### src/hw/fetchPkg.sv
package fetchPkg;

    // instruction buffer geometry
    localparam int ibDepth = 8;
    localparam int ibAddrW = 3;

    // primary opcodes
    localparam logic [5:0] opSpecial = 6'h00;
    localparam logic [5:0] opRegimm  = 6'h01;
    localparam logic [5:0] opJ       = 6'h02;
    localparam logic [5:0] opJal     = 6'h03;
    localparam logic [5:0] opBeq     = 6'h04;
    localparam logic [5:0] opBne     = 6'h05;
    localparam logic [5:0] opBlez    = 6'h06;
    localparam logic [5:0] opBgtz    = 6'h07;

    // SPECIAL funct codes that jump through a register
    localparam logic [5:0] functJr   = 6'h08;
    localparam logic [5:0] functJalr = 6'h09;

    typedef struct packed {
        logic [5:0] opcode;
        logic [4:0] rs;
        logic [4:0] rt;
        logic [4:0] rd;
        logic [4:0] shamt;
        logic [5:0] funct;
    } rFields_t;

    typedef struct packed {
        logic [5:0]  opcode;
        logic [4:0]  rs;
        logic [4:0]  rt;
        logic [15:0] imm;
    } iFields_t;

    // same 32 bits, R-type or I-type layout
    typedef union packed {
        rFields_t rView;
        iFields_t iView;
    } instWord_u;

    // 68 bits per buffer entry
    typedef struct packed {
        logic        valid;
        logic [31:0] pc;
        instWord_u   word;
        logic        isBr;
        logic        isJ;
        logic        isDs;
    } instBundle_t;

    typedef struct packed {
        logic        valid;
        logic [31:0] pc;
        instWord_u   word;
    } fetchSlot_t;

    typedef struct packed {
        fetchSlot_t slot0;
        fetchSlot_t slot1;
    } fetchPair_t;

    typedef struct packed {
        instBundle_t inst0;
        instBundle_t inst1;
    } bundlePair_t;

endpackage

### src/hw/busPkg.sv
package busPkg;

    localparam int axiAddrW = 8;

    // register map
    localparam logic [axiAddrW-1:0] regCtrl   = 8'h00;
    localparam logic [axiAddrW-1:0] regStatus = 8'h04;
    localparam logic [axiAddrW-1:0] regIssued = 8'h08;

    // bit positions inside the control and status words
    localparam int ctrlDualBit    = 0;
    localparam int ctrlFlushBit   = 1;
    localparam int statusPauseBit = 8;

    localparam logic [1:0] respOkay   = 2'b00;
    localparam logic [1:0] respSlvErr = 2'b10;

    typedef struct packed {
        logic                awvalid;
        logic [axiAddrW-1:0] awaddr;
        logic                wvalid;
        logic [31:0]         wdata;
        logic                bready;
        logic                arvalid;
        logic [axiAddrW-1:0] araddr;
        logic                rready;
    } axiReq_t;

    typedef struct packed {
        logic        awready;
        logic        wready;
        logic        bvalid;
        logic [1:0]  bresp;
        logic        arready;
        logic        rvalid;
        logic [31:0] rdata;
        logic [1:0]  rresp;
    } axiRsp_t;

endpackage

### src/hw/instPredecode.sv
`timescale 1ns/1ps

module instPredecode (
    input  fetchPkg::fetchPair_t  fetchIn,
    output fetchPkg::bundlePair_t decoded
);
    import fetchPkg::*;

    // one fetch slot into one bundle
    function automatic instBundle_t decodeSlot(input fetchSlot_t slot);
        instBundle_t bundle;
        logic        branchOp;
        logic        jumpOp;
        logic        regJump;
        bundle = '0;
        bundle.valid = slot.valid;
        bundle.pc    = slot.pc;
        bundle.word  = slot.word;

        // conditional branches, REGIMM covers bltz/bgez and the link forms
        branchOp = (slot.word.iView.opcode == opBeq) ||
                   (slot.word.iView.opcode == opBne) ||
                   (slot.word.iView.opcode == opBlez) ||
                   (slot.word.iView.opcode == opBgtz) ||
                   (slot.word.iView.opcode == opRegimm);

        jumpOp = (slot.word.rView.opcode == opJ) ||
                 (slot.word.rView.opcode == opJal);

        // jr and jalr sit under SPECIAL
        regJump = (slot.word.rView.opcode == opSpecial) &&
                  ((slot.word.rView.funct == functJr) ||
                   (slot.word.rView.funct == functJalr));

        bundle.isBr = slot.valid && branchOp;
        bundle.isJ  = slot.valid && (jumpOp || regJump);
        bundle.isDs = 1'b0;
        return bundle;
    endfunction

    assign decoded.inst0 = decodeSlot(fetchIn.slot0);
    assign decoded.inst1 = decodeSlot(fetchIn.slot1);

endmodule

### src/hw/instBuffer.sv
`timescale 1ns/1ps

module instBuffer (
    input  logic                  clk,
    input  logic                  arstN,
    input  fetchPkg::bundlePair_t decoded,
    output fetchPkg::bundlePair_t issue,
    output logic                  issueValid,
    input  logic                  issueReady,
    input  logic                  flushIn,
    input  logic                  swFlush,
    input  logic                  dualEnable,
    output logic                  pauseReq,
    output logic [3:0]            occupancy,
    output logic [1:0]            issuedNum
);
    import fetchPkg::*;

    instBundle_t mem [ibDepth];

    // extra top bit on each pointer tells full from empty
    logic [ibAddrW:0]   headPtr;
    logic [ibAddrW:0]   tailPtr;
    logic [ibAddrW:0]   count;
    logic [ibAddrW-1:0] headIdx;
    logic [ibAddrW-1:0] nextIdx;
    logic [ibAddrW-1:0] tailIdx;
    logic [ibAddrW-1:0] tailIdx1;

    logic        flush;
    logic        empty;
    logic        passThrough;
    logic        acceptEn;
    logic        succBuffered;
    logic        headCf;
    logic        succCf;
    logic        inCf1;
    logic [1:0]  wrCount;
    instBundle_t headEntry;
    instBundle_t succEntry;

    // both flush sources merge only here
    assign flush = flushIn || swFlush;

    assign count     = tailPtr - headPtr;
    assign empty     = (count == '0);
    assign occupancy = count;

    // two or fewer free entries left
    assign pauseReq = (count >= (ibAddrW + 1)'(ibDepth - 2));

    assign headIdx  = headPtr[ibAddrW-1:0];
    assign nextIdx  = headIdx + 1'b1;
    assign tailIdx  = tailPtr[ibAddrW-1:0];
    assign tailIdx1 = tailIdx + 1'b1;

    assign headEntry    = mem[headIdx];
    assign succEntry    = mem[nextIdx];
    assign succBuffered = (count > (ibAddrW + 1)'(1));
    assign headCf       = headEntry.isBr || headEntry.isJ;
    assign succCf       = succEntry.isBr || succEntry.isJ;

    // incoming slot1 may not be a branch, its delay slot would be lost
    assign inCf1 = decoded.inst1.isBr || decoded.inst1.isJ;

    assign passThrough = empty && issueReady &&
                         decoded.inst0.valid && decoded.inst1.valid &&
                         !inCf1 && dualEnable && !flush;

    // words offered while paused are dropped
    assign acceptEn = !flush && !pauseReq && !passThrough;
    assign wrCount  = {1'b0, decoded.inst0.valid} + {1'b0, decoded.inst1.valid};

    always_comb begin
        issue      = '0;
        issueValid = 1'b0;
        if (!flush) begin
            if (passThrough) begin
                issueValid  = 1'b1;
                issue.inst0 = decoded.inst0;
                issue.inst1 = decoded.inst1;
            end else if (!empty && !(headCf && !succBuffered)) begin
                // head is ready, pair it with its successor if allowed
                issueValid  = 1'b1;
                issue.inst0 = headEntry;
                if (succBuffered && !succCf && dualEnable) begin
                    issue.inst1 = succEntry;
                end
            end
        end
        issue.inst0.isDs = 1'b0;
        issue.inst1.isDs = issue.inst1.valid && (issue.inst0.isBr || issue.inst0.isJ);
    end

    always_comb begin
        issuedNum = 2'd0;
        if (issueValid && issueReady) begin
            issuedNum = issue.inst1.valid ? 2'd2 : 2'd1;
        end
    end

    always_ff @(posedge clk or negedge arstN) begin
        if (!arstN) begin
            headPtr <= '0;
            tailPtr <= '0;
        end else if (flush) begin
            headPtr <= '0;
            tailPtr <= '0;
        end else begin
            // pass-through pairs never touch storage
            if (!passThrough) begin
                headPtr <= headPtr + (ibAddrW + 1)'(issuedNum);
            end
            if (acceptEn) begin
                tailPtr <= tailPtr + (ibAddrW + 1)'(wrCount);
            end
        end
    end

    // entry storage, packed toward the tail
    always_ff @(posedge clk) begin
        if (acceptEn) begin
            if (decoded.inst0.valid) begin
                mem[tailIdx] <= decoded.inst0;
                if (decoded.inst1.valid) begin
                    mem[tailIdx1] <= decoded.inst1;
                end
            end else if (decoded.inst1.valid) begin
                mem[tailIdx] <= decoded.inst1;
            end
        end
    end

endmodule

### src/hw/fetchCsr.sv
`timescale 1ns/1ps

module fetchCsr (
    input  logic            clk,
    input  logic            arstN,
    input  busPkg::axiReq_t axiReq,
    output busPkg::axiRsp_t axiRsp,
    input  logic [3:0]      occupancy,
    input  logic            pauseReq,
    input  logic [1:0]      issuedNum,
    output logic            dualEnable,
    output logic            swFlush
);
    import busPkg::*;

    logic        wrReady;
    logic        bValid;
    logic [1:0]  bResp;
    logic        rdReady;
    logic        rValid;
    logic [31:0] rData;
    logic [1:0]  rResp;
    logic [31:0] issuedCount;
    logic [31:0] rdValue;
    logic        rdHit;
    logic        wrHit;
    logic        wrFire;
    logic        rdFire;
    logic        ctrlWr;
    logic        issuedWr;

    assign wrFire = wrReady && axiReq.awvalid && axiReq.wvalid;
    assign rdFire = rdReady && axiReq.arvalid;

    assign ctrlWr   = wrFire && (axiReq.awaddr == regCtrl);
    assign issuedWr = wrFire && (axiReq.awaddr == regIssued);

    // status is mapped but read only, writes to it are dropped
    assign wrHit = (axiReq.awaddr == regCtrl) ||
                   (axiReq.awaddr == regStatus) ||
                   (axiReq.awaddr == regIssued);

    always_comb begin
        rdValue = '0;
        rdHit   = 1'b1;
        case (axiReq.araddr)
            regCtrl: begin
                // flush bit always reads 0
                rdValue[ctrlDualBit] = dualEnable;
            end
            regStatus: begin
                rdValue[3:0]            = occupancy;
                rdValue[statusPauseBit] = pauseReq;
            end
            regIssued: begin
                rdValue = issuedCount;
            end
            default: begin
                rdHit = 1'b0;
            end
        endcase
    end

    // one outstanding transaction per channel
    always_ff @(posedge clk or negedge arstN) begin
        if (!arstN) begin
            wrReady <= 1'b0;
            bValid  <= 1'b0;
            rdReady <= 1'b0;
            rValid  <= 1'b0;
        end else begin
            wrReady <= axiReq.awvalid && axiReq.wvalid && !wrReady && !bValid;
            rdReady <= axiReq.arvalid && !rdReady && !rValid;
            if (wrFire) begin
                bValid <= 1'b1;
            end else if (axiReq.bready) begin
                bValid <= 1'b0;
            end
            if (rdFire) begin
                rValid <= 1'b1;
            end else if (axiReq.rready) begin
                rValid <= 1'b0;
            end
        end
    end

    always_ff @(posedge clk) begin
        if (wrFire) begin
            bResp <= wrHit ? respOkay : respSlvErr;
        end
        if (rdFire) begin
            rData <= rdValue;
            rResp <= rdHit ? respOkay : respSlvErr;
        end
    end

    always_ff @(posedge clk or negedge arstN) begin
        if (!arstN) begin
            dualEnable  <= 1'b1;
            swFlush     <= 1'b0;
            issuedCount <= '0;
        end else begin
            swFlush <= ctrlWr && axiReq.wdata[ctrlFlushBit];
            if (ctrlWr) begin
                dualEnable <= axiReq.wdata[ctrlDualBit];
            end
            // software write wins over accumulation, counter wraps
            if (issuedWr) begin
                issuedCount <= axiReq.wdata;
            end else begin
                issuedCount <= issuedCount + 32'(issuedNum);
            end
        end
    end

    always_comb begin
        axiRsp         = '0;
        axiRsp.awready = wrReady;
        axiRsp.wready  = wrReady;
        axiRsp.bvalid  = bValid;
        axiRsp.bresp   = bResp;
        axiRsp.arready = rdReady;
        axiRsp.rvalid  = rValid;
        axiRsp.rdata   = rData;
        axiRsp.rresp   = rResp;
    end

endmodule

### src/hw/fetchFrontEnd.sv
`timescale 1ns/1ps

module fetchFrontEnd (
    input  logic                  clk,
    input  logic                  arstN,
    input  fetchPkg::fetchPair_t  fetchIn,
    output logic                  fetchPause,
    output fetchPkg::bundlePair_t issue,
    output logic                  issueValid,
    input  logic                  issueReady,
    input  logic                  flushIn,
    input  busPkg::axiReq_t       axiReq,
    output busPkg::axiRsp_t       axiRsp
);
    import fetchPkg::*;

    bundlePair_t decoded;
    logic        dualEnable;
    logic        swFlush;
    logic [3:0]  occupancy;
    logic [1:0]  issuedNum;

    instPredecode instPredecode_i (
        .fetchIn (fetchIn),
        .decoded (decoded)
    );

    // pause request goes straight back to fetch
    instBuffer instBuffer_i (
        .clk        (clk),
        .arstN      (arstN),
        .decoded    (decoded),
        .issue      (issue),
        .issueValid (issueValid),
        .issueReady (issueReady),
        .flushIn    (flushIn),
        .swFlush    (swFlush),
        .dualEnable (dualEnable),
        .pauseReq   (fetchPause),
        .occupancy  (occupancy),
        .issuedNum  (issuedNum)
    );

    fetchCsr fetchCsr_i (
        .clk        (clk),
        .arstN      (arstN),
        .axiReq     (axiReq),
        .axiRsp     (axiRsp),
        .occupancy  (occupancy),
        .pauseReq   (fetchPause),
        .issuedNum  (issuedNum),
        .dualEnable (dualEnable),
        .swFlush    (swFlush)
    );

endmodule

### config.mk
export PLATFORM = sky130hd
export DESIGN_NAME = fetchFrontEnd
export DESIGN_NICKNAME = d
export VERILOG_FILES = /design/src/hw/fetchPkg.sv /design/src/hw/busPkg.sv /design/src/hw/instPredecode.sv /design/src/hw/instBuffer.sv /design/src/hw/fetchCsr.sv /design/src/hw/fetchFrontEnd.sv
export SDC_FILE = /design/constraint.sdc
export NUM_CORES = 2
export LEC_CHECK = 0
export BUFFER_PORTS_ARGS = -buffer_cell sky130_fd_sc_hd__buf_2
export CAP_MARGIN = 40
export CELL_PAD_IN_SITES_DETAIL_PLACEMENT = 1
export CELL_PAD_IN_SITES_GLOBAL_PLACEMENT = 2
export CORE_ASPECT_RATIO = 1.75
export CORE_MARGIN = 2
export CORE_UTILIZATION = 44
export DETAILED_ROUTE_END_ITERATION = 7
export HOLD_SLACK_MARGIN = 0.12
export PLACE_DENSITY = 0.93
export SYNTH_ARGS = -nofsm -noshare
export SYNTH_HDL_FRONTEND = slang
export SYNTH_SLANG_ARGS = --single-unit
### constraint.sdc
create_clock -name clk -period 9.81 [get_ports clk]
set_input_delay 0.4905 -clock clk [delete_from_list [all_inputs] [get_ports clk]]
set_output_delay 0.4905 -clock clk [all_outputs]
set_load 0.01 [all_outputs]
==> impl_metrics.env <==
export IMPL_crit_path_end_kind="flop"
export IMPL_slowest_stage="dfrtp_4"
export IMPL_ctsHoldBuffers=38
export IMPL_critPathArrivalTime_ns=6.91
export IMPL_grtUsageTotal_pct=28.16
export IMPL_cp_top_family="simple AND/OR/NAND/NOR gates"
export IMPL_worstSetupPathDepth=18
export IMPL_syn_to_final_growth_pct=15.20
export IMPL_setup_tns_ns=0
export IMPL_ir_drop_mv=0.2207
export IMPL_switching_power_mw=4.052
export IMPL_first_pass_iters=5
export IMPL_drt_iter0_markers=2078
export IMPL_synth_edf_count=570
export IMPL_layout_cells_most_common="edfxtp_1"
export IMPL_crit_chain="ha_1 > inv_1 > fa_1 > xor2_1 > nor2_1 > o21ai_1 > nor2_4 > a211o_1 > a211oi_1 > ha_1 > inv_1 > fa_1 > nand3b_1 > nor3_1 > nand3_1 > nor2_1 > xnor2_1 > a21oi_1"
export IMPL_grt_pass1_wl_um=180500
export IMPL_dr_total_vias=24590
export IMPL_clkLatencyLatePin_ns=0.66
export IMPL_tightest_slew_ns=0.9416
export IMPL_power_share_sequential_pct=32.5
export IMPL_report_final_slew_viol_count=0
export IMPL_hold_class="primary input to flop"
export IMPL_syn_inst=2412
export IMPL_critPathMaxStageDelay_ns=0.96
export IMPL_hold_ws_ns=0.1652
export IMPL_placed_cells=3697
export IMPL_yosys_warnings=0
export IMPL_crit_required_ns=10.32
export IMPL_synthesis_area_um2=36930
export IMPL_antenna_left=0
export IMPL_hold_depth=2
export IMPL_critPathBufInv=2
export IMPL_rr_worst_depth=18
export IMPL_rows=140
export IMPL_final_layout_size_suffix_gt1_share_pct=42.42
export IMPL_cts_root_buffer="clkbuf_16"
export IMPL_via_per_inst=6.380
export IMPL_path_class="flop to flop"
export IMPL_gp_congestion=0.8218
export IMPL_power_share_switching_pct=36.14
export IMPL_dp_hpwl_um=78860
export IMPL_fin_crit_sh_pct=65.26
export IMPL_portBuffers=360
export IMPL_p_clk_share_pct=20.5
export IMPL_multi_input_area_um2=17740
export IMPL_start_util_pct=44.38
export IMPL_cellInternalPower_mw=7.162
export IMPL_grt_setup_unrepaired="no"
export IMPL_wire_per_inst_um=31.83
export IMPL_cellPowerDensity_nw_per_um2=263.6
export IMPL_grt_max_degree=64
export IMPL_ys_ff_latch=616
export IMPL_fmax_mhz=156.2
export IMPL_synth_cell_types=61
export IMPL_cts_setup_buffers=0
export IMPL_total_leakage_power_nw=15.50
export IMPL_die_w_um=223.0
export IMPL_seq_area_frac_synth_pct=49.47
export IMPL_clk_pin_slew_ns=0.07
export IMPL_combPwrFrac_pct=47.0
export IMPL_cts_resized_gates=0
export IMPL_wirelength_um=122700
export IMPL_grt_pass1_vias=27220
export IMPL_cap_violations=0
export IMPL_worstSetupStartpointType="flop"
export IMPL_hold_viol=0
export IMPL_cts_buffers=59
export IMPL_synthArstFlopShare_pct=7.468
export IMPL_overflow=0
export IMPL_cts_sinks=616
export IMPL_worstPathMaxFanout=49
export IMPL_synth_main_ff_cell="edfxtp_1"
export IMPL_finalNonFillerCells=3854
export IMPL_final_cell_mix="570 x edfxtp_1, 360 x buf_2, 268 x mux4_2, 207 x mux2_2, 164 x mux2_1"
export IMPL_h_tree_depth=2
export IMPL_outcome="finished clean"
export IMPL_cts_tree="done"
export IMPL_layout_nets=2932
export IMPL_slew_headroom_pct=36.81
export IMPL_fp_dieArea_um2=86350
export IMPL_cts_buffer_depth=3
export IMPL_drc_errors=0
export IMPL_syn_area_per_cell_um2=15.31
export IMPL_antenna_found_initial=28
export IMPL_period_minus_slack_ns=6.402
export IMPL_pin_count=366
export IMPL_chipHeight_um=387.2
export IMPL_fin_skew_ns=0.02787
export IMPL_ff_latch_area_um2=18280
export IMPL_placeableCoreArea_um2=83200
export IMPL_nFillCells=8008
export IMPL_setup_viol=0
## per-stage QoR
step	utilization (%)	worst slack, ns	cell area [um^2]	total power [mW]
CTS	51.09	3.435	42510	11.25
floorplan	-	1.413	36940	7.177
global placement	47.55	3.158	39570	8.553
global route	51.12	2.884	42530	11.61
finish	51.12	3.408	42540	11.21
detailed placement	48.40	3.457	40270	8.941
## final timing paths
path                                              end                    start  slack (ns)
max                        fetchCsr_i.issuedCount[24]  instBuffer_i.headPtr[0]        3.41
min                               fetchCsr_i.rResp[1]                axiReq[3]        0.17
max reg2reg                fetchCsr_i.issuedCount[24]  instBuffer_i.headPtr[0]        3.41
min reg2reg                        fetchCsr_i.rdReady       fetchCsr_i.rdReady        0.46
max in group asynchronous     instBuffer_i.headPtr[2]                    arstN        8.77
min in group asynchronous  fetchCsr_i.issuedCount[15]                    arstN        0.49
## sequential cells by signal, summed over array words and instances, names as in the netlist, 4 cells and up
signal and flops:
instBuffer_i.headPtr 4, fetchCsr_i.issuedCount 32, instBuffer_i.tailPtr 4, instBuffer_i.mem 536
fetchCsr_i.rData 32
## cells by family (layout without fill, tap and decap cells)
group                    after synthesis  count (layout)  synth area share, %
adder cells (fa/ha/maj)               14              14               0.5557
multiplexers                         928             928                37.49
AND/OR/NAND/NOR                      346             346                4.279
XOR/XNOR                              37              37               0.8776
buffers and inverters                236             597                3.083
AO/OA/AOI/OAI                        234             234                4.235
flip-flops                           616             616                49.47
other                                  1              17              0.01016
## synthesized netlist by cell type, drive strengths merged (2+ instances only)
cell type | count | area, um^2
a2bb2oi | 65 | 569.3
o21ai | 78 | 390.4
a211oi | 4 | 30.03
fa | 4 | 80.08
and4 | 2 | 17.52
and3 | 9 | 56.30
nor2b | 6 | 37.54
ha | 10 | 125.1
or3 | 3 | 18.77
nand4 | 4 | 25.02
o22ai | 9 | 56.30
mux2i | 142 | 1421
o21bai | 16 | 135.1
clkbuf | 115 | 431.7
a21o | 6 | 45.04
nand2b | 2 | 12.51
inv | 17 | 63.81
mux2 | 518 | 6385
nor4 | 5 | 43.79
xnor2 | 18 | 157.7
nor3 | 15 | 75.07
edfxtp | 570 | 17120
nor3b | 2 | 20.02
or4 | 2 | 15.01
or4b | 2 | 23.77
nand3 | 17 | 85.08
mux4 | 268 | 6036
or2 | 2 | 12.52
nor4b | 2 | 17.52
and2 | 30 | 187.7
buf | 103 | 639.4
dfrtp | 45 | 1126
o32ai | 2 | 17.52
nand2 | 90 | 337.8
a21oi | 45 | 232.7
nand3b | 3 | 22.52
xor2 | 19 | 166.4
nor2 | 149 | 561.8
a22oi | 5 | 37.54
## power groups by stage
stage          registers (mW)  logic [mW]  clock network (mW)
2_1_floorplan            3.60        3.58                   0
3_3_place_gp             3.64        4.91                   0
3_5_place_dp             3.69        5.25                   0
4_1_cts                  3.63        5.29                2.33
5_1_grt                  3.67        5.53                2.41
6_report                 3.64        5.27                2.30
## final cells by class
| cell class | count | share of cell area (%) |
|---|---|---|
| inverter | 18 | 0.1647 |
| clock inverter | 39 | 0.7648 |
| antenna | 12 | 0.07059 |
| multi-input combinational | 1564 | 41.71 |
| sequential | 616 | 42.96 |
| timing repair buffer | 472 | 7.595 |
| tap | 1065 | 3.133 |
| clock buffer | 68 | 3.600 |
## layer usage
layer | vias up | track usage (%) | part of all wire (%)
li1 | 10240 | - | -
met3 | 283 | 4.794 | 6.9
met5 | - | 0 | 0.17
met4 | 32 | 13.70 | 4.6
met1 | 12890 | 32.71 | 36
met2 | 1146 | 50.14 | 52
Power figures use the tool's default switching activity.
